**config.mk**
```make
export PLATFORM = sky130hd
export DESIGN_NAME = obj_scan
export DESIGN_NICKNAME = d
export VERILOG_FILES = /design/src/hw/obj_pkg.sv /design/src/hw/obj_scan.sv
export SDC_FILE = /design/constraint.sdc
export NUM_CORES = 1
export LEC_CHECK = 0
export ABC_CLOCK_PERIOD_IN_PS = 14450
export BUFFER_PORTS_ARGS = -buffer_cell sky130_fd_sc_hd__clkbuf_2
export CORE_MARGIN = 3
export CORE_UTILIZATION = 45
export DETAILED_ROUTE_END_ITERATION = 12
export PLACE_DENSITY = 0.79
export SLEW_MARGIN = 20
export SYNTH_ARGS = -nofsm -noshare
export SYNTH_HDL_FRONTEND = slang
export SYNTH_SLANG_ARGS = --single-unit
```
**constraint.sdc**
```tcl
create_clock -name CLK96 -period 14.45 [get_ports CLK96]
set_clock_uncertainty 0.2 [all_clocks]
set_input_delay 2.1675 -clock CLK96 [delete_from_list [all_inputs] [get_ports CLK96]]
set_output_delay 2.1675 -clock CLK96 [all_outputs]
set_load 0.01 [all_outputs]
```
**src/hw/obj_pkg.sv**
```systemverilog
/*
 * sprite renderer shared definitions
 * attribute word layout, queue entry, buffered pixel and fetch request
 */
package obj_pkg;

    localparam int PRI_LEVELS = 16;
    localparam int COUNT_W    = 9;               // per-priority sprite count
    localparam int TILE_PX    = 8;               // pixels per tile slice
    localparam int PX_W       = $clog2(TILE_PX);
    localparam int POS_W      = 9;               // screen x and y
    localparam int ATTR_W     = 16;

    localparam int PRI_W  = 4;
    localparam int PAL_W  = 6;
    localparam int CLR_W  = 4;
    localparam int CODE_W = 15;
    localparam int SIZE_W = 4;
    localparam int ROW_W  = 7;
    localparam int GFX_W  = TILE_PX * CLR_W;     // one slice, pixel 0 lowest

    // word 0
    localparam int A0_ACTIVE  = 15;
    localparam int A0_FLIP    = 12;
    localparam int A0_PRI_LSB = 8;
    localparam int A0_PAL_LSB = 0;
    // word 1
    localparam int A1_CODE_LSB = 0;
    // words 2 and 3, position over size
    localparam int A23_POS_LSB  = 7;
    localparam int A23_SIZE_LSB = 0;

    typedef struct packed {
        logic [CODE_W-1:0] code;
        logic [POS_W-1:0]  x;
        logic [SIZE_W-1:0] width;    // tiles minus one
        logic [PAL_W-1:0]  palette;
        logic              flip;
        logic [ROW_W-1:0]  row;      // line within the sprite
    } sprite_entry_t;

    typedef struct packed {
        logic [PRI_W-1:0] prio;
        logic [PAL_W-1:0] palette;
        logic [CLR_W-1:0] colour;    // zero is empty
    } obj_pixel_t;

    typedef struct packed {
        logic [CODE_W-1:0] code;
        logic [SIZE_W-1:0] col;
        logic [ROW_W-1:0]  row;
    } gfx_req_t;

    typedef logic [PRI_LEVELS-1:0][COUNT_W-1:0] queue_counts_t;

endpackage

```
**src/hw/obj_scan.sv**
```systemverilog
/*
 * sprite scanner, walks the attribute table for one line
 * and queues every hit by priority
 */
`timescale 1ns/1ns

module obj_scan #(
    parameter int NUM_SPRITES = 256
) (
    input  logic                                               CLK96,
    input  logic                                               RESET96,
    input  logic                                               line_start_i,
    input  logic [obj_pkg::POS_W-1:0]                          vrender_i,
    output logic [$clog2(NUM_SPRITES)+1:0]                     attr_addr_o,
    input  logic [obj_pkg::ATTR_W-1:0]                         attr_data_i,
    output logic                                               q_wr_en_o,
    output logic [$clog2(obj_pkg::PRI_LEVELS*NUM_SPRITES)-1:0] q_wr_addr_o,
    output obj_pkg::sprite_entry_t                             q_wr_data_o,
    output logic                                               scan_done_o,
    output obj_pkg::queue_counts_t                             counts_o
);
    import obj_pkg::*;

    localparam int SW  = $clog2(NUM_SPRITES);
    localparam int QAW = $clog2(PRI_LEVELS*NUM_SPRITES);

    // named by the word address on the bus, data lags by one phase
    typedef enum logic [2:0] {P_IDLE, P_W0, P_W3, P_W1, P_W2, P_ENQ} phase_t;

    phase_t            phase_q;
    logic [SW-1:0]     spr_q;
    logic [1:0]        word;
    logic [POS_W:0]    dy;
    logic [SIZE_W-1:0] attr_size;
    logic [7:0]        span;
    logic              hit;
    logic              next_spr;
    logic              last_spr;
    logic [PRI_W-1:0]  prio_q;
    logic [PAL_W-1:0]  pal_q;
    logic              flip_q;
    logic [ROW_W-1:0]  row_q;
    logic [CODE_W-1:0] code_q;

    always_comb begin
        case (phase_q)
            P_W3:    word = 2'd3;
            P_W1:    word = 2'd1;
            P_W2:    word = 2'd2;
            default: word = 2'd0;
        endcase
    end

    assign attr_addr_o = {spr_q, word};

    // vertical hit test on word 3
    assign attr_size = attr_data_i[A23_SIZE_LSB +: SIZE_W];
    assign dy        = {1'b0, vrender_i} - {1'b0, attr_data_i[A23_POS_LSB +: POS_W]};
    assign span      = {(SIZE_W+1)'(attr_size) + (SIZE_W+1)'(1), 3'b000};
    assign hit       = !dy[POS_W] && (dy < (POS_W+1)'(span));

    assign last_spr = (spr_q == SW'(NUM_SPRITES-1));
    assign next_spr = (phase_q == P_W3 && !attr_data_i[A0_ACTIVE])
                   || (phase_q == P_W1 && !hit)
                   || (phase_q == P_ENQ);

    // entry completes with word 2
    assign q_wr_en_o   = (phase_q == P_ENQ);
    assign q_wr_addr_o = QAW'(prio_q) * QAW'(NUM_SPRITES) + QAW'(counts_o[prio_q]);

    always_comb begin
        q_wr_data_o.code    = code_q;
        q_wr_data_o.x       = attr_data_i[A23_POS_LSB +: POS_W];
        q_wr_data_o.width   = attr_data_i[A23_SIZE_LSB +: SIZE_W];
        q_wr_data_o.palette = pal_q;
        q_wr_data_o.flip    = flip_q;
        q_wr_data_o.row     = row_q;
    end

    always_ff @(posedge CLK96 or posedge RESET96) begin
        if (RESET96) begin
            phase_q     <= P_IDLE;
            spr_q       <= '0;
            counts_o    <= '0;
            scan_done_o <= 1'b0;
        end else begin
            scan_done_o <= 1'b0;
            if (line_start_i) begin
                phase_q  <= P_W0;
                spr_q    <= '0;
                counts_o <= '0;
            end else begin
                case (phase_q)
                    P_W0:    phase_q <= P_W3;
                    P_W3:    phase_q <= P_W1;
                    P_W1:    phase_q <= P_W2;
                    P_W2:    phase_q <= P_ENQ;
                    P_ENQ:   counts_o[prio_q] <= counts_o[prio_q] + 1'b1;
                    default: ;
                endcase
                if (next_spr) begin
                    if (last_spr) begin
                        phase_q     <= P_IDLE;
                        scan_done_o <= 1'b1;
                    end else begin
                        spr_q   <= spr_q + 1'b1;
                        phase_q <= P_W0;
                    end
                end
            end
        end
    end

    always_ff @(posedge CLK96) begin
        case (phase_q)
            P_W3: begin
                flip_q <= attr_data_i[A0_FLIP];
                prio_q <= attr_data_i[A0_PRI_LSB +: PRI_W];
                pal_q  <= attr_data_i[A0_PAL_LSB +: PAL_W];
            end
            P_W1:    row_q  <= dy[ROW_W-1:0];
            P_W2:    code_q <= attr_data_i[A1_CODE_LSB +: CODE_W];
            default: ;
        endcase
    end

endmodule

```
==> flow_summary.toml <==
[global_routing]
via_count_of_the_first_global_routing_pass = 7330
grt_antenna_before_repair = 0
grt_start_max_net_pins = 103
grt.overflow.total = 0
grt_pass1_wl_mm = 42.17
grt_use_total = 0.2531

[clock_tree]
cts_hold_buf = 0
cts_made_buffers = 17
cts_resized = 0
cts.reportedPaths.clkPinSlew_ps = 80
cts.htree.levels = 4
cts_max_path_buffers = 2
post_cts.repair.setup_buffers = 0
tritoncts = "done"
cts.sinks = 189
clk_latency_ps = 440
clock_tree.root_cell = "clkbuf_16"

[worst_setup_path]
setup.worst_path.start = "prio_q[0]"
endpoint = "q_wr_addr_o[10]"
critical_path_class = "reg -> out"
r2r_end = "counts_o[51]"
reg2reg_from = "prio_q[0]"
timing.critical_path.to_type = "output pin"
timing.critical_path.required_ps = 12080
regToRegSetupSlack_ps = 10390
critPathMaxFanout = 42
worstRegToRegCells = 10
crit_arrival_ps = 3360
crit_path_start_kind = "register"

[die]
start_util = 0.4605
die_w_microns = 147.6
placeableCoreArea_sq_um = 19590
fp.dieH_microns = 147.6
floorplan.die_area_sq_um = 21780
rows = 51
io_pins = 238

[power]
vdd_ir_drop_max_uv = 82.87
leakage_uw = 0.005010
totalPowerFinal_uw = 1222
power-per-cell-area_nw_per_um2 = 112.3

[finish]
diodes = 0
flow.area_growth_from_synthesis_pct = 20.64
fraction_of_the_core_area_covered_by_cells_at_the_end_of_the_flow = 0.5555
final_layout_size_suffix_gt1_frac = 0.3275
total_nets_final = 1066
final_cell_count_no_fill = 1297

[placement]
place.gp.congestion = 0.8862
placed_cells_incl_taps = 1265
numPortBuffers = 237
detailedPlacementHpwl_mm = 19.58

[routing]
ant_nets = 0
num_vias = 7565
drt-initial-drc-count = 689
finalWirelength_mm = 27.84
firstDrtPassIters = 5
vias_per_cell = 5.833
post-route-drc-count = 0
routed_wire_length_per_instance_microns = 21.46

[timing]
timing_worst_slew_pin_value_ps = 987.2
post_route_fraction_of_the_period_consumed_by_the_critical_path = 0.3962
slew-limit-headroom = 0.3386
report.final.hold_viol_count = 0
grt_setup_unrepaired = "false"
post-route-min-period_ps = 5725
setup-violations-final = 0
fin_setup_tns_ps = 0
report.final.slew_viol_count = 0
maxClockFrequency_mhz = 174.7

[flow_run]
cap_viol_max_count = 0

[synthesis]
netlist_instances = 808
synth_fp_nets = 855
synth-main-ff-cell = "dfrtp_1"
mappedNetlistArea_sq_um = 9021
synth-async-reset-ratio = 0.8254
synth_area_per_cell_sq_um = 11.16
sequential_to_total_area_share_from_yosys_stat = 0.5426
ys_warn_count = 0
synth-edff-count = 33
postSynthRegisterBits = 189
number_of_unique_standard_cell_types_used_by_synthesis = 53

[hold_path]
worst_hold_path_type = "reg -> reg"

[outcome]
run_status = "finished clean"
[cell type report]
| cell class | instances | area [sq um] |
|---|---|---|
| Clock buffer | 17 | 425.4 |
| Timing Repair Buffer | 247 | 1261 |
| Clock inverter | 15 | 173.9 |
| Fill cell | 1701 | 8707 |
| Sequential cell | 189 | 4895 |
| Multi-Input combinational cell | 541 | 3705 |
| Tap cell | 265 | 331.6 |
| Inverter | 23 | 91.34 |
[registers in the layout, summed over array words and instances (netlist names)]
name	cells
prio_q	4
code_q	15
pal_q	6
spr_q	8
scan_done_o	1
counts_o	144
phase_q	3
flip_q	1
row_q	7
[worst min-delay path by stage]
stage | start | slack [ps] | end | cells after the start
floorplan | counts_o[54] | 330 | counts_o[54] | 2
global placement | counts_o[20] | 280 | counts_o[20] | 2
detailed placement | counts_o[64] | 290 | counts_o[64] | 2
CTS | counts_o[64] | 310 | counts_o[64] | 2
global route | counts_o[26] | 340 | counts_o[26] | 2
finish | counts_o[81] | 300 | counts_o[81] | 2
[synth_stat cells, types with 12 or more instances]
| cell type | count | area share |
|---|---|---|
| o21ai_1 | 33 | 0.018 |
| nand2_1 | 125 | 0.052 |
| a22oi_1 | 16 | 0.013 |
| nor2_1 | 49 | 0.020 |
| edfxtp_1 | 33 | 0.11 |
| a211oi_1 | 26 | 0.022 |
| inv_1 | 23 | 0.0096 |
| mux4_2 | 37 | 0.092 |
| clkbuf_1 | 16 | 0.0067 |
| buf_2 | 12 | 0.0067 |
| buf_4 | 18 | 0.015 |
| o21ai_0 | 92 | 0.051 |
| ha_1 | 18 | 0.025 |
| a21oi_1 | 48 | 0.027 |
| dfrtp_1 | 156 | 0.43 |
[metrics by stage]
step | hold WS [ps] | worst slack [ps] | cell area, sq um
6_report | 303.7 | 8725 | 10880
5_1_grt | 337.8 | 8534 | 10880
4_1_cts | 311.1 | 8680 | 10870
3_5_place_dp | 292.2 | 8659 | 10270
3_3_place_gp | 284.3 | 8801 | 10270
2_1_floorplan | 329.6 | 7876 | 9021
[cell families (layout without fill, tap and decap cells)]
family,count (synthesis),after routing,share of synthesized area
multiplexers,49,49,0.1062
buffers and inverters,78,302,0.04785
AND/OR/NAND/NOR,219,219,0.1031
AO/OA/AOI/OAI,237,237,0.1520
XOR/XNOR,17,17,0.02108
flip-flops,189,189,0.5426
adder cells (fa/ha/maj),19,19,0.02718
[where the power goes]
part / internal, uW / switching [uW] / total (uW)
sequential: 565 / 14.9 / 580
combinational: 60.4 / 116 / 176
clock: 232 / 234 / 466
total: 858 / 364 / 1220
[routing by layer]
layer | GRT usage | share of wire
met1 | 0.3363 | 0.39
met2 | 0.3797 | 0.46
met3 | 0.09197 | 0.12
met4 | 0.1039 | 0.034
met5 | 0 | 0
[placed cells by master (no fill, tap or decap), drive strengths merged, types with 2 or more instances in the layout]
cell,netlist,final
a2111oi,2,2
a211oi,26,26
a21o,3,3
a21oi,53,53
a22oi,16,16
and2,7,7
and3,2,2
buf,39,10
clkbuf,16,254
clkinv,0,9
dfrtp,156,156
edfxtp,33,33
ha,18,18
inv,23,28
mux2,4,4
mux2i,8,8
mux4,37,37
nand2,125,125
nand2b,2,2
nand3,11,11
nand3b,2,2
nand4,3,3
nor2,49,49
nor2b,6,6
nor3,3,3
nor3b,2,2
o2111ai,2,2
o21ai,125,125
or2,2,2
or3,3,3
xnor2,10,10
xor2,7,7
[critical path: stages (launching register included)]
cell and delay (ps):
edfxtp_1 320, buf_4 630, mux4_2 610, mux4_2 600, ha_1 250, ha_1 190
xor2_1 140, clkbuf_2 160
Power figures use the tool's default switching activity.
