[config.mk]
export PLATFORM = sky130hd
export DESIGN_NAME = obj_draw
export DESIGN_NICKNAME = d
export VERILOG_FILES = /design/src/hw/obj_pkg.sv /design/src/hw/obj_draw.sv
export SDC_FILE = /design/constraint.sdc
export NUM_CORES = 1
export LEC_CHECK = 0
export ABC_CLOCK_PERIOD_IN_PS = 3650
export BUFFER_PORTS_ARGS = -buffer_cell sky130_fd_sc_hd__buf_2
export CORE_UTILIZATION = 45
export CTS_CLUSTER_DIAMETER = 50
export DETAILED_ROUTE_END_ITERATION = 16
export PLACE_DENSITY_LB_ADDON = 0.08
export SETUP_SLACK_MARGIN = 0.2
export SLEW_MARGIN = 20
export SYNTH_ARGS = -nofsm -noshare
export SYNTH_HDL_FRONTEND = slang
export SYNTH_SLANG_ARGS = --single-unit
[constraint.sdc]
create_clock -name CLK96 -period 3.65 [get_ports CLK96]
set_input_delay 0.73 -clock CLK96 [delete_from_list [all_inputs] [get_ports CLK96]]
set_output_delay 0.73 -clock CLK96 [all_outputs]
set_load 0.01 [all_outputs]
[src/hw/obj_pkg.sv]
/*
 * sprite renderer shared definitions
 * attribute word layout, queue entry, buffered pixel and fetch request
 */
package obj_pkg;

    localparam int PRI_LEVELS = 16;
    localparam int COUNT_W    = 9;               // per-priority sprite count
    localparam int TILE_PX    = 8;               // pixels per tile slice
    localparam int PX_W       = $clog2(TILE_PX);
    localparam int POS_W      = 9;               // screen x and y
    localparam int ATTR_W     = 16;

    localparam int PRI_W  = 4;
    localparam int PAL_W  = 6;
    localparam int CLR_W  = 4;
    localparam int CODE_W = 15;
    localparam int SIZE_W = 4;
    localparam int ROW_W  = 7;
    localparam int GFX_W  = TILE_PX * CLR_W;     // one slice, pixel 0 lowest

    // word 0
    localparam int A0_ACTIVE  = 15;
    localparam int A0_FLIP    = 12;
    localparam int A0_PRI_LSB = 8;
    localparam int A0_PAL_LSB = 0;
    // word 1
    localparam int A1_CODE_LSB = 0;
    // words 2 and 3, position over size
    localparam int A23_POS_LSB  = 7;
    localparam int A23_SIZE_LSB = 0;

    typedef struct packed {
        logic [CODE_W-1:0] code;
        logic [POS_W-1:0]  x;
        logic [SIZE_W-1:0] width;    // tiles minus one
        logic [PAL_W-1:0]  palette;
        logic              flip;
        logic [ROW_W-1:0]  row;      // line within the sprite
    } sprite_entry_t;

    typedef struct packed {
        logic [PRI_W-1:0] prio;
        logic [PAL_W-1:0] palette;
        logic [CLR_W-1:0] colour;    // zero is empty
    } obj_pixel_t;

    typedef struct packed {
        logic [CODE_W-1:0] code;
        logic [SIZE_W-1:0] col;
        logic [ROW_W-1:0]  row;
    } gfx_req_t;

    typedef logic [PRI_LEVELS-1:0][COUNT_W-1:0] queue_counts_t;

endpackage

[src/hw/obj_draw.sv]
/*
 * sprite drawer, walks the priority queues lowest first
 * and paints fetched tile slices into the back line half
 */
`timescale 1ns/1ns

module obj_draw #(
    parameter int NUM_SPRITES = 256,
    parameter int LINE_W      = 320
) (
    input  logic                                               CLK96,
    input  logic                                               RESET96,
    input  logic                                               line_start_i,
    input  logic                                               scan_done_i,
    input  obj_pkg::queue_counts_t                             counts_i,
    output logic [$clog2(obj_pkg::PRI_LEVELS*NUM_SPRITES)-1:0] q_rd_addr_o,
    input  obj_pkg::sprite_entry_t                             q_rd_data_i,
    output logic                                               gfx_cs_o,
    output obj_pkg::gfx_req_t                                  gfx_req_o,
    input  logic                                               gfx_ok_i,
    input  logic [obj_pkg::GFX_W-1:0]                          gfx_data_i,
    output logic                                               px_we_o,
    output logic [$clog2(LINE_W)-1:0]                          px_addr_o,
    output obj_pkg::obj_pixel_t                                px_data_o,
    output logic                                               busy_o
);
    import obj_pkg::*;

    localparam int QAW = $clog2(PRI_LEVELS*NUM_SPRITES);
    localparam int AW  = $clog2(LINE_W);

    typedef enum logic [2:0] {D_IDLE, D_LEVEL, D_QREAD, D_LOAD, D_FETCH, D_PIX} state_t;

    state_t             state_q;
    logic [PRI_W:0]     lvl_from_q;   // search start, 16 means none left
    logic [PRI_W-1:0]   prio_q;
    logic [COUNT_W-1:0] idx_q;
    logic [SIZE_W-1:0]  t_q;          // tile column in fetch order
    logic [PX_W-1:0]    p_q;          // pixel within slice
    sprite_entry_t      entry_q;
    logic [GFX_W-1:0]   slice_q;
    logic               lvl_found;
    logic [PRI_W-1:0]   lvl_next;
    logic               idx_last;
    logic               last_px;
    logic [SIZE_W-1:0]  scol;
    logic [PX_W-1:0]    pix;
    logic [CLR_W-1:0]   colour;
    logic [POS_W:0]     xpos;

    // lowest non-empty level at or above lvl_from_q
    always_comb begin
        lvl_found = 1'b0;
        lvl_next  = '0;
        for (int p = PRI_LEVELS-1; p >= 0; p--) begin
            if (p >= int'(lvl_from_q) && counts_i[p] != '0) begin
                lvl_found = 1'b1;
                lvl_next  = PRI_W'(p);
            end
        end
    end

    assign q_rd_addr_o = QAW'(prio_q) * QAW'(NUM_SPRITES) + QAW'(idx_q);
    assign idx_last    = (COUNT_W'(idx_q + 1'b1) >= counts_i[prio_q]);
    assign last_px     = (p_q == PX_W'(TILE_PX-1));

    // flip reverses both tile columns and pixels
    assign scol   = entry_q.flip ? entry_q.width - t_q : t_q;
    assign pix    = entry_q.flip ? PX_W'(TILE_PX-1) - p_q : p_q;
    assign colour = slice_q[p_q*CLR_W +: CLR_W];
    assign xpos   = (POS_W+1)'(entry_q.x) + (POS_W+1)'({scol, {PX_W{1'b0}}})
                  + (POS_W+1)'(pix);

    always_ff @(posedge CLK96 or posedge RESET96) begin
        if (RESET96) begin
            state_q    <= D_IDLE;
            busy_o     <= 1'b0;
            gfx_cs_o   <= 1'b0;
            px_we_o    <= 1'b0;
            lvl_from_q <= '0;
            prio_q     <= '0;
            idx_q      <= '0;
            t_q        <= '0;
            p_q        <= '0;
        end else begin
            px_we_o <= 1'b0;
            if (line_start_i) begin
                state_q  <= D_IDLE;     // drop whatever was in flight
                busy_o   <= 1'b1;
                gfx_cs_o <= 1'b0;
            end else begin
                case (state_q)
                    D_IDLE: begin
                        if (scan_done_i) begin
                            lvl_from_q <= '0;
                            state_q    <= D_LEVEL;
                        end
                    end
                    D_LEVEL: begin
                        if (lvl_found) begin
                            prio_q  <= lvl_next;
                            idx_q   <= '0;
                            state_q <= D_QREAD;
                        end else begin
                            busy_o  <= 1'b0;
                            state_q <= D_IDLE;
                        end
                    end
                    D_QREAD: state_q <= D_LOAD;   // queue data next cycle
                    D_LOAD: begin
                        t_q      <= '0;
                        gfx_cs_o <= 1'b1;
                        state_q  <= D_FETCH;
                    end
                    D_FETCH: begin
                        if (gfx_ok_i) begin
                            gfx_cs_o <= 1'b0;
                            p_q      <= '0;
                            state_q  <= D_PIX;
                        end
                    end
                    D_PIX: begin
                        px_we_o <= (colour != '0) && (xpos < (POS_W+1)'(LINE_W));
                        p_q     <= p_q + 1'b1;
                        if (last_px) begin
                            if (t_q != entry_q.width) begin
                                t_q      <= t_q + 1'b1;
                                gfx_cs_o <= 1'b1;
                                state_q  <= D_FETCH;
                            end else if (!idx_last) begin
                                idx_q   <= idx_q + 1'b1;
                                state_q <= D_QREAD;
                            end else begin
                                lvl_from_q <= {1'b0, prio_q} + 1'b1;
                                state_q    <= D_LEVEL;
                            end
                        end
                    end
                    default: state_q <= D_IDLE;
                endcase
            end
        end
    end

    always_ff @(posedge CLK96) begin
        if (state_q == D_LOAD) begin
            entry_q        <= q_rd_data_i;
            gfx_req_o.code <= q_rd_data_i.code;
            gfx_req_o.col  <= '0;
            gfx_req_o.row  <= q_rd_data_i.row;
        end
        if (state_q == D_PIX && last_px) begin
            gfx_req_o.col <= t_q + 1'b1;   // next column, ignored after the last one
        end
        if (state_q == D_FETCH && gfx_ok_i) begin
            slice_q <= gfx_data_i;
        end
        if (state_q == D_PIX) begin
            px_addr_o         <= xpos[AW-1:0];
            px_data_o.prio    <= prio_q;
            px_data_o.palette <= entry_q.palette;
            px_data_o.colour  <= colour;
        end
    end

endmodule

==> impl_metrics.py, run 1 <==
metrics = {
    "sta": {
        "layout_min_cycle_time_ns": 3.362,
        "finalSetupViolations": 0,
        "totalNegativeSetupSlack_ns": 0,
        "timing.slew.headroom_pct": 49.96,
        "post-route-period-util_pct": 92.10,
        "rsz_0062_raised_after_global_routing": "true",
        "final_report_max_slew_violation_count": 0,
        "achievable-frequency_mhz": 297.5,
        "timing_hold_violations_final": 0,
        "worst_clock_skew_ns": 0.009298,
        "worstMarginPinSlew_ns": 0.7497,
    },
    "synth": {
        "syn_area_sq_um": 7730,
        "yosys.area.top_type": "edfxtp_1",
        "area_share_of_the_largest_cell_type_after_synthesis_pct": 39.24,
        "synth-edff-count": 101,
        "seq_area_frac_synth_pct": 49.27,
        "synth_ff_type": "edfxtp_1",
        "yosys_register_bits": 132,
        "netlist_top_cells_area": "edfxtp_1 39%, dfrtp_1 10%, mux4_2 7.6%",
        "synth.lib_cells_used.distinct": 68,
        "synthesis.area_per_instance_sq_um": 12.06,
        "ys_async_sr_fraction_pct": 23.48,
        "yosysWarnings": 0,
        "nets_in_the_synthesized_netlist": 892,
        "synthesis.instances": 641,
    },
    "placed_design": {
        "placer_congestion_estimate": 0.9541,
        "placement.cell_area_sq_um": 9468,
        "port_buffers": 286,
        "dp_hpwl_mm": 18.44,
    },
    "global_route": {
        "grt_antenna_before_repair": 3,
        "overflow": 0,
        "largest_net_degree_at_the_start_of_global_routing": 35,
        "vias_in_the_first_global_route": 6797,
        "grt_first_pass_wirelength_mm": 35.99,
        "global_route.usage.total_pct": 26.64,
    },
    "worst_setup_path": {
        "end_kind": "register",
        "critPathArrivalTime_ns": 3.62,
        "r2r_cells": 13,
        "critical_path.max_stage_delay_ns": 0.52,
        "type_of_origin_of_the_critical_path": "register",
        "required_ns": 3.91,
        "cp_cell_sequence": "buf_6, mux2i_2, a221oi_1, buf_4, o21a_1, a221oi_1, ha_1, o21a_1, o21ai_0, nand2b_1, a311o_2, nand2_1, o21ai_0",
        "critPathSlowestCell": "dfrtp_4",
        "path_class": "reg2reg",
        "critPathMaxFanout": 12,
    },
    "final_layout": {
        "area_of_all_placed_cells_without_fillers_sq_um": 10150,
        "post_route_cells_drive_above_1_share_pct": 43.85,
        "final_cell_mix": "286 x buf_2, 101 x edfxtp_1, 41 x mux2i_1",
        "final_common_cell": "buf_2",
        "syn_to_final_growth_pct": 31.34,
        "fin_nets": 1200,
        "fillCellCount": 1395,
    },
    "die": {
        "fp-row-count": 47,
        "floorplan.die.width_microns": 133.1,
        "core-area_sq_um": 16700,
        "die_outline_area_sq_um": 17710,
        "io_pins": 287,
        "initial_core_util_pct": 46.28,
        "fp.dieH_microns": 133.1,
    },
    "pwr": {
        "internal_power_mw": 2.872,
        "total_power_density_per_cell_area_nw_per_um2": 387.1,
        "pwr-share-seq_pct": 42.8,
        "netSwitchingFraction_pct": 26.91,
        "share_comb_of_total_power_pct": 19.4,
        "p_sw_mw": 1.057,
        "cellLeakagePower_nw": 4.250,
        "vdd_ir_drop_max_v": 0.0003945,
        "power_frac_clock_pct": 37.8,
    },
    "cts": {
        "clock_tree.htree_level_count": 4,
        "clk_pin_slew_worst_paths_ns": 0.06,
        "clk-insertion-delay-late_ns": 0.42,
        "clock_tree.buffer_depth": 2,
        "clk_root_buffer_cell": "clkbuf_16",
        "clock_buffer_count_from_cts": 17,
        "cts_num_sinks": 132,
        "cts_tree": "yes",
    },
    "detailed_routing": {
        "routed-via-count": 6864,
        "detail_route.first_pass.iterations": 5,
        "routed_via_density": 5.812,
        "detail_route.drc_violations": 0,
        "drt-wirelength-per-cell_microns": 19.88,
        "detail_route.wirelength_mm": 23.48,
        "drtAntennaViolNets": 0,
        "detail_route.iter0.violations": 439,
    },
    "worst_hold_path": {
        "hp-class": "reg2reg",
        "hold-path-cell-count": 0,
    },
    "job": {
        "timing.max_cap.violations": 0,
    },
    "status": {
        "run_status": "finished, final reports clean",
    },
}
## sequential cells by signal, indices dropped and copies added, names as in the netlist, 3 cells and up
| register | cells |
|---|---|
| px_addr_o | 9 |
| slice_q | 32 |
| t_q | 4 |
| state_q | 3 |
| prio_q | 4 |
| px_data_o | 14 |
| lvl_from_q | 5 |
| idx_q | 9 |
| gfx_req_o | 26 |
| p_q | 3 |
| entry_q | 20 |
## power groups by stage
stage	registers [mW]	clock network, mW	logic [mW]
2_1_floorplan	1.71	0	0.391
3_3_place_gp	1.71	0	0.728
3_5_place_dp	1.71	0	0.742
4_1_cts	1.68	1.51	0.749
5_1_grt	1.69	1.57	0.828
6_report	1.68	1.48	0.762
## metrics by stage
stage          setup slack [ns]  hold WS (ns)  cells  total power, mW  utilization [%]
2_1_floorplan            0.2140        0.4003    641            2.103                -
3_3_place_gp             0.2182        0.4010   1136            2.439            56.69
3_5_place_dp             0.1382        0.4074   1136            2.455            56.69
4_1_cts                  0.2006        0.4198   1166            3.940            59.81
5_1_grt                  0.1810        0.4244   1180            4.088            60.77
6_report                 0.2882        0.4170   1181            3.930            60.79
## area by class of cell
cell class | count | area, sq um | share of cell area (%)
Clock inverter | 13 | 90.09 | 0.8874
Inverter | 19 | 71.32 | 0.7025
Clock buffer | 17 | 425.4 | 4.190
Timing Repair Buffer | 326 | 1760 | 17.34
Antenna cell | 1 | 2.502 | 0.02465
Sequential cell | 132 | 3812 | 37.55
Tap cell | 220 | 275.3 | 2.711
Multi-Input combinational cell | 453 | 3715 | 36.59
## synth_stat cells (13+ instances only)
| library cell | count |
|---|---|
| edfxtp_1 | 101 |
| clkbuf_1 | 17 |
| xnor2_1 | 17 |
| a21oi_1 | 21 |
| a221oi_1 | 26 |
| o21ai_0 | 25 |
| mux4_2 | 26 |
| nor2_1 | 36 |
| o21a_1 | 13 |
| mux2i_1 | 42 |
| nand2_1 | 37 |
| nor4_1 | 17 |
| dfrtp_1 | 31 |
| nand3_1 | 19 |
| nor3_1 | 22 |
| ha_1 | 26 |
| inv_1 | 19 |
## per-layer routing
metal  GRT usage (%)  routed length, microns
met1           30.66                    9093
met2           46.86                   11890
met3           6.628                    1694
met4           11.56                     795
met5               0                      10
## what timing repair did
item                                    CTS  global route
resized for setup                         1            10
endpoints found under the setup margin   15            16
setup buffers                             0            14
hold buffers                              0             0
endpoints found under the hold margin     0             0
## kinds of logic (layout without fill, tap and decap cells)
group / count (synthesis) / after routing / share of synthesized area (%)
AND/OR/NAND/NOR: 171 / 171 / 11.51
AO/OA/AOI/OAI: 155 / 155 / 14.42
flip-flops: 132 / 132 / 49.27
multiplexers: 73 / 73 / 13.79
buffers and inverters: 56 / 375 / 3.334
adder cells (fa/ha/maj): 28 / 28 / 4.726
XOR/XNOR: 26 / 26 / 2.946
other: 0 / 1 / 0
## worst max-delay path, delay by kind of cell (launching register included)
| kind | cells | cell delay, ns |
|---|---|---|
| buffers and inverters | 2 | 0.38 |
| DFF | 1 | 0.52 |
| muxes | 1 | 0.27 |
| AOI/OAI and AO/OA | 7 | 1.47 |
| and+or+nand+nor | 2 | 0.26 |
| adders and majority gates | 1 | 0.31 |
## worst paths after layout
path,to,slack (ns),startpoint
max in group asynchronous,t_q[2],2.53,RESET96
setup / recovery,idx_q[6],0.29,prio_q[0]
hold reg to reg,px_data_o[7],0.42,entry_q[11]
setup reg to reg,idx_q[6],0.29,prio_q[0]
min in group asynchronous,idx_q[5],0.44,RESET96
hold / removal,px_data_o[7],0.42,entry_q[11]
Power figures use the tool's default switching activity.
==> run 2: changes to the inputs <==
--- a/config.mk
+++ b/config.mk
@@ -5,7 +5,7 @@
 export SDC_FILE = /design/constraint.sdc
 export NUM_CORES = 1
 export LEC_CHECK = 0
-export ABC_CLOCK_PERIOD_IN_PS = 3650
+export ABC_CLOCK_PERIOD_IN_PS = 2880
 export BUFFER_PORTS_ARGS = -buffer_cell sky130_fd_sc_hd__buf_2
 export CORE_UTILIZATION = 45
 export CTS_CLUSTER_DIAMETER = 50
==> constraint.sdc (replaced) <==
create_clock -name CLK96 -period 2.88 [get_ports CLK96]
set_input_delay 0.576 -clock CLK96 [delete_from_list [all_inputs] [get_ports CLK96]]
set_output_delay 0.576 -clock CLK96 [all_outputs]
set_load 0.01 [all_outputs]
==> run 2 against run 1 <==
The flow now finishes with violations (setup timing). Hold slack lost 0.10 ns. Combinational power grew 60%. Clock power increased by 39%. Via count up 1.7%. Final area rose by 8.3%. Register-to-register slack worse by 0.51 ns. Count of clock-buffer cells in the layout stayed put. Sequential power up 27%. Cell count up 4.4%.
==> impl_metrics.py, run 2 (synthesis results as in run 1) <==
metrics = {
    "die": {
        "core-area_sq_um": 16700,
        "fp.dieH_microns": 133.1,
        "fp-row-count": 47,
        "die_outline_area_sq_um": 17710,
        "io_pins": 287,
        "floorplan.die.width_microns": 133.1,
        "initial_core_util_pct": 46.28,
    },
    "final_layout": {
        "final_cell_mix": "286 x buf_2, 101 x edfxtp_1, 80 x buf_4",
        "max_reg_flops": 32,
        "syn_to_final_growth_pct": 42.26,
        "post_route_cells_drive_above_1_share_pct": 52.17,
        "final_common_cell": "buf_2",
        "post-route-util_pct": 65.85,
        "largest-register": "slice_q",
        "final-seq-area_sq_um": 3816,
        "area_of_all_placed_cells_without_fillers_sq_um": 11000,
        "fin_nets": 1250,
        "reg.largest.list": "slice_q x32, gfx_req_o x26, entry_q x20",
        "fillCellCount": 1321,
        "multi_input_comb_area_sq_um": 4058,
    },
    "sta": {
        "achievable-frequency_mhz": 322.0,
        "layout_min_cycle_time_ns": 3.106,
        "rsz_0062_raised_after_global_routing": "true",
        "finalSetupViolations": 16,
        "final_report_max_slew_violation_count": 0,
        "totalNegativeSetupSlack_ns": -2.967,
        "timing_hold_violations_final": 0,
        "worst_clock_skew_ns": 0.01147,
        "worstMarginPinSlew_ns": 0.7966,
        "post-route-period-util_pct": 107.8,
        "timing.slew.headroom_pct": 46.83,
        "layout_setup_ws_ns": -0.2257,
    },
    "cts": {
        "cts_num_sinks": 132,
        "clock_buffer_count_from_cts": 17,
        "cts_tree": "yes",
        "clock_tree.buffer_depth": 2,
        "clk_pin_slew_worst_paths_ns": 0.07,
        "cts_hold_repair.buffers": 0,
        "clk_root_buffer_cell": "clkbuf_16",
        "clock_tree.htree_level_count": 4,
        "clk-insertion-delay-late_ns": 0.42,
    },
    "job": {
        "timing.max_cap.violations": 0,
    },
    "worst_setup_path": {
        "type_of_origin_of_the_critical_path": "register",
        "critical_path.max_stage_delay_ns": 0.55,
        "critical_path_buf_inv_count": 2,
        "required_ns": 3.15,
        "path_class": "reg2reg",
        "critPathArrivalTime_ns": 3.37,
        "critPathMaxFanout": 8,
        "cp_cell_sequence": "bufbuf_16, mux2i_1, a221oi_2, buf_4, a221oi_2, ha_1, o21a_1, o21ai_1, nand2b_1, a311o_2, nand2_2, o21ai_1",
        "critPathSlowestCell": "dfrtp_4",
        "worst_path_top_cell_family_by_delay": "compound AO/OA/AOI/OAI gates",
        "end_kind": "register",
    },
    "detailed_routing": {
        "detail_route.wirelength_mm": 24.53,
        "detail_route.drc_violations": 0,
        "routed_via_density": 5.663,
        "detail_route.first_pass.iterations": 5,
        "drtAntennaViolNets": 0,
        "routed-via-count": 6982,
        "detail_route.iter0.violations": 584,
        "drt-wirelength-per-cell_microns": 19.89,
    },
    "pwr": {
        "vdd_ir_drop_max_v": 0.0006368,
        "share_comb_of_total_power_pct": 22.5,
        "total_power_density_per_cell_area_nw_per_um2": 491.6,
        "cellLeakagePower_nw": 4.640,
        "p_sw_mw": 1.545,
        "pwr-share-seq_pct": 39.4,
        "internal_power_mw": 3.861,
        "power_frac_clock_pct": 38.1,
        "netSwitchingFraction_pct": 28.58,
    },
    "global_route": {
        "overflow": 0,
        "vias_in_the_first_global_route": 7335,
        "grt_antenna_before_repair": 2,
        "grt-busiest-layer": "met2",
        "largest_net_degree_at_the_start_of_global_routing": 43,
        "grt.met2_usage_pct": 49.30,
        "groute.layer.met1.usage_pct": 35.12,
        "met3_usage_pct": 5.670,
        "global_route.usage.total_pct": 28.45,
        "grt_first_pass_wirelength_mm": 38.62,
    },
    "placed_design": {
        "dp_hpwl_mm": 19.15,
        "port_buffers": 286,
        "placer_congestion_estimate": 0.9217,
        "placement.cell_area_sq_um": 9889,
    },
    "status": {
        "failed_checks": "setup timing",
        "run_status": "finished, violations left",
    },
    "worst_hold_path": {
        "hp-class": "in2async",
    },
}
[run 2: changes by cell type in the layout (fill, tap and decap cells not counted), sizes merged]
cell / previous run / this run
clkinv: 9 / 4
clkinvlp: 4 / 2
inv: 19 / 28
bufbuf: 0 / 1
clkbuf: 17 / 18
buf: 326 / 374
[run 2: worst register-to-register path: cells and delay by family, from the launching register on]
family                   cells  cell delay [ns]
adder cells (fa/ha/maj)      1             0.28
AND/OR/NAND/NOR              2             0.25
AO/OA/AOI/OAI                6             1.23
multiplexers                 1             0.20
flip-flops                   1             0.55
buffers and inverters        2             0.45
[run 2: power by group through the flow]
stage	clock network [mW]	logic (mW)	registers, mW
floorplan	0	0.520	2.17
global placement	0	1.03	2.17
detailed placement	0	1.06	2.17
CTS	2.09	1.17	2.13
global route	2.17	1.32	2.14
finish	2.06	1.22	2.13
[run 2: path summary, 6_finish.rpt]
path                            startpoint  cells past startpoint           end  slack, ns
min in group CLK96         q_rd_data_i[26]                      1   entry_q[26]       0.32
max in group asynchronous          RESET96                      3      idx_q[7]       1.92
hold / removal                     RESET96                      2       px_we_o       0.32
hold reg to reg                entry_q[10]                      0  px_data_o[6]       0.42
setup reg to reg                 prio_q[0]                     12      idx_q[6]      -0.23
setup / recovery                 prio_q[0]                     12      idx_q[6]      -0.23
[run 2: metrics by stage]
step                      setup WS, ns  hold WS [ns]  cells  total power, mW
final                          -0.2257        0.3168   1233            5.406
after detailed placement       -0.5422        0.4062   1183            3.227
after floorplan               -0.07407        0.4003    641            2.689
after global routing           -0.3587        0.3032   1233            5.625
after CTS                      -0.1845        0.3112   1225            5.396
after global placement         -0.5140        0.4002   1183            3.202
[run 2: layout make-up]
cell class	instances	area share [%]
multi-input cells	453	36.90
flip-flops and latches	132	34.70
repair buffers	376	20.12
clock buffers	17	3.868
well taps	220	2.503
clock inverters	15	1.240
inverters	19	0.6485
diodes	1	0.02276
[run 2: per-layer routing]
metal | part of all wire (%) | wire, microns
met5 | 0.053 | 13
met1 | 41 | 10090
met2 | 50 | 12300
met3 | 6.2 | 1509
met4 | 2.5 | 623
[run 2: timing repair]
item	CTS	global route
pin swaps	22	21
endpoints found under the setup margin	20	22
buffers inserted	8	6
gates resized for setup	57	20
hold endpoints to repair	0	0
cloned	2	1
==> run 3: changes to the inputs <==
--- a/config.mk
+++ b/config.mk
@@ -12,6 +12,7 @@
 export DETAILED_ROUTE_END_ITERATION = 16
 export PLACE_DENSITY_LB_ADDON = 0.08
 export SETUP_SLACK_MARGIN = 0.2
+export SKIP_CTS_REPAIR_TIMING = 1
 export SLEW_MARGIN = 20
 export SYNTH_ARGS = -nofsm -noshare
 export SYNTH_HDL_FRONTEND = slang
==> run 3 against run 2 <==
The flow still finishes with violations (setup timing). Combinational power decreased by 3%. Die area did not move. Register-to-register slack is essentially flat. Count of clock-buffer cells in the layout is the same. Sequential share of layout area increased by 0.45 points. Sequential power hardly changed. First-iteration DRC count grew 8.0%. Wire length about the same. Via count decreased by 0.66%. Critical endpoint unchanged.
==> impl_metrics.py, run 3 (synthesis results as in run 1) <==
metrics = {
    "status": {
        "run_status": "finished, violations left",
        "failed_checks": "setup timing",
    },
    "cts": {
        "clk-insertion-delay-late_ns": 0.43,
        "clock_buffer_count_from_cts": 17,
        "clk_pin_slew_worst_paths_ns": 0.07,
        "clock_tree.buffer_depth": 2,
        "cts_num_sinks": 132,
        "cts_tree": "yes",
        "clk_root_buffer_cell": "clkbuf_16",
        "clock_tree.htree_level_count": 4,
    },
    "detailed_routing": {
        "routed_via_density": 5.662,
        "detail_route.wirelength_mm": 24.52,
        "drtAntennaViolNets": 0,
        "drt-wirelength-per-cell_microns": 20.01,
        "detail_route.iter0.violations": 631,
        "detail_route.drc_violations": 0,
        "routed-via-count": 6936,
        "detail_route.first_pass.iterations": 7,
    },
    "die": {
        "die_outline_area_sq_um": 17710,
        "fp-row-count": 47,
        "io_pins": 287,
        "fp.dieH_microns": 133.1,
        "floorplan.die.width_microns": 133.1,
        "initial_core_util_pct": 46.28,
        "core-area_sq_um": 16700,
    },
    "sta": {
        "totalNegativeSetupSlack_ns": -2.571,
        "worst_clock_skew_ns": 0.01585,
        "layout_setup_ws_ns": -0.2330,
        "finalSetupViolations": 16,
        "timing.slew.headroom_pct": 46.87,
        "final_report_max_slew_violation_count": 0,
        "achievable-frequency_mhz": 321.2,
        "worstMarginPinSlew_ns": 0.7961,
        "rsz_0062_raised_after_global_routing": "true",
        "timing_hold_violations_final": 0,
        "layout_min_cycle_time_ns": 3.113,
        "post-route-period-util_pct": 108.1,
        "fin_worst_hold_slack_ns": 0.3135,
    },
    "final_layout": {
        "post_route_cells_drive_above_1_share_pct": 50.60,
        "largest-register": "slice_q",
        "fin_nets": 1242,
        "syn_to_final_growth_pct": 40.45,
        "area_of_all_placed_cells_without_fillers_sq_um": 10860,
        "max_reg_flops": 32,
        "final_non_filler_cell_total": 1225,
        "fillCellCount": 1334,
        "final_common_cell": "buf_2",
        "reg.largest.list": "slice_q x32, gfx_req_o x26, entry_q x20",
        "post-route-util_pct": 65.01,
        "final_cell_mix": "286 x buf_2, 101 x edfxtp_1, 72 x buf_4",
    },
    "pwr": {
        "vdd_ir_drop_max_v": 0.0006384,
        "totalPowerFinal_mw": 5.375,
        "cellLeakagePower_nw": 4.578,
        "total_power_density_per_cell_area_nw_per_um2": 495.1,
    },
    "worst_setup_path": {
        "type_of_origin_of_the_critical_path": "register",
        "path_class": "reg2reg",
        "worst_r2r_startpoint": "prio_q[0]",
        "required_ns": 3.15,
        "rrSetupSlack_ns": -0.23,
        "critPathMaxFanout": 8,
        "r2r_cells": 12,
        "end_kind": "register",
        "critPathArrivalTime_ns": 3.38,
        "timing.rr.end": "idx_q[6]",
    },
    "placed_design": {
        "placed_cells": 1183,
        "placer_congestion_estimate": 0.9217,
        "dp_hpwl_mm": 19.15,
        "placement.cell_area_sq_um": 9889,
        "port_buffers": 286,
        "detailedPlace.worstSlack_ns": -0.5422,
    },
    "global_route": {
        "grt.met2_usage_pct": 47.41,
        "global_route.usage.total_pct": 27.86,
        "groute.layer.met1.usage_pct": 34.97,
        "met3_usage_pct": 5.479,
        "vias_in_the_first_global_route": 7174,
        "overflow": 0,
        "grt_antenna_before_repair": 2,
        "largest_net_degree_at_the_start_of_global_routing": 43,
        "grt_first_pass_wirelength_mm": 37.78,
        "grt-busiest-layer": "met2",
    },
    "worst_hold_path": {
        "hp-class": "in2async",
    },
    "job": {
        "timing.max_cap.violations": 0,
    },
}
==> run 3: worst max-delay path, stage by stage (launching register included) <==
cell and delay, ns:
dfrtp_4 0.51, buf_6 0.18, mux2i_1 0.26, a221oi_2 0.12, buf_4 0.15, o21a_1 0.17
a221oi_2 0.18, ha_1 0.28, a211oi_2 0.30, o2111ai_4 0.19, a311o_2 0.43, nand2_1 0.10
o21ai_1 0.06
==> run 3: worst max-delay path by stage <==
stage	startpoint	to	slack [ns]	cells after the start
finish	prio_q[0]	idx_q[6]	-0.23	12
global route	prio_q[0]	idx_q[6]	-0.38	12
CTS	prio_q[1]	idx_q[6]	-0.57	12
detailed placement	prio_q[1]	idx_q[6]	-0.54	12
global placement	prio_q[1]	idx_q[5]	-0.51	12
floorplan	prio_q[0]	lvl_from_q[2]	-0.07	14
==> run 3: final cells by class <==
| class | instances | area (sq um) | share of cell area, % |
|---|---|---|---|
| Tap cell | 220 | 275.3 | 2.535 |
| Clock inverter | 15 | 136.4 | 1.256 |
| Inverter | 19 | 73.82 | 0.6800 |
| Timing Repair Buffer | 368 | 2111 | 19.44 |
| Clock buffer | 17 | 425.4 | 3.918 |
| Antenna cell | 1 | 2.502 | 0.02305 |
| Sequential cell | 132 | 3816 | 35.15 |
| Multi-Input combinational cell | 453 | 4016 | 36.99 |
==> run 3: layer usage <==
| metal | up-vias | part of all wire, % |
|---|---|---|
| met5 | - | 0.049 |
| met4 | 2 | 2.6 |
| met3 | 47 | 5.5 |
| met2 | 287 | 50 |
| met1 | 3352 | 42 |
| li1 | 3248 | - |
==> run 3: power by group <==
part	switching [mW]	internal [mW]	leakage [nW]	total [mW]
logic	0.595	0.589	2.97	1.18
registers	0.0253	2.10	1.33	2.13
clock network	0.918	1.14	0.276	2.06
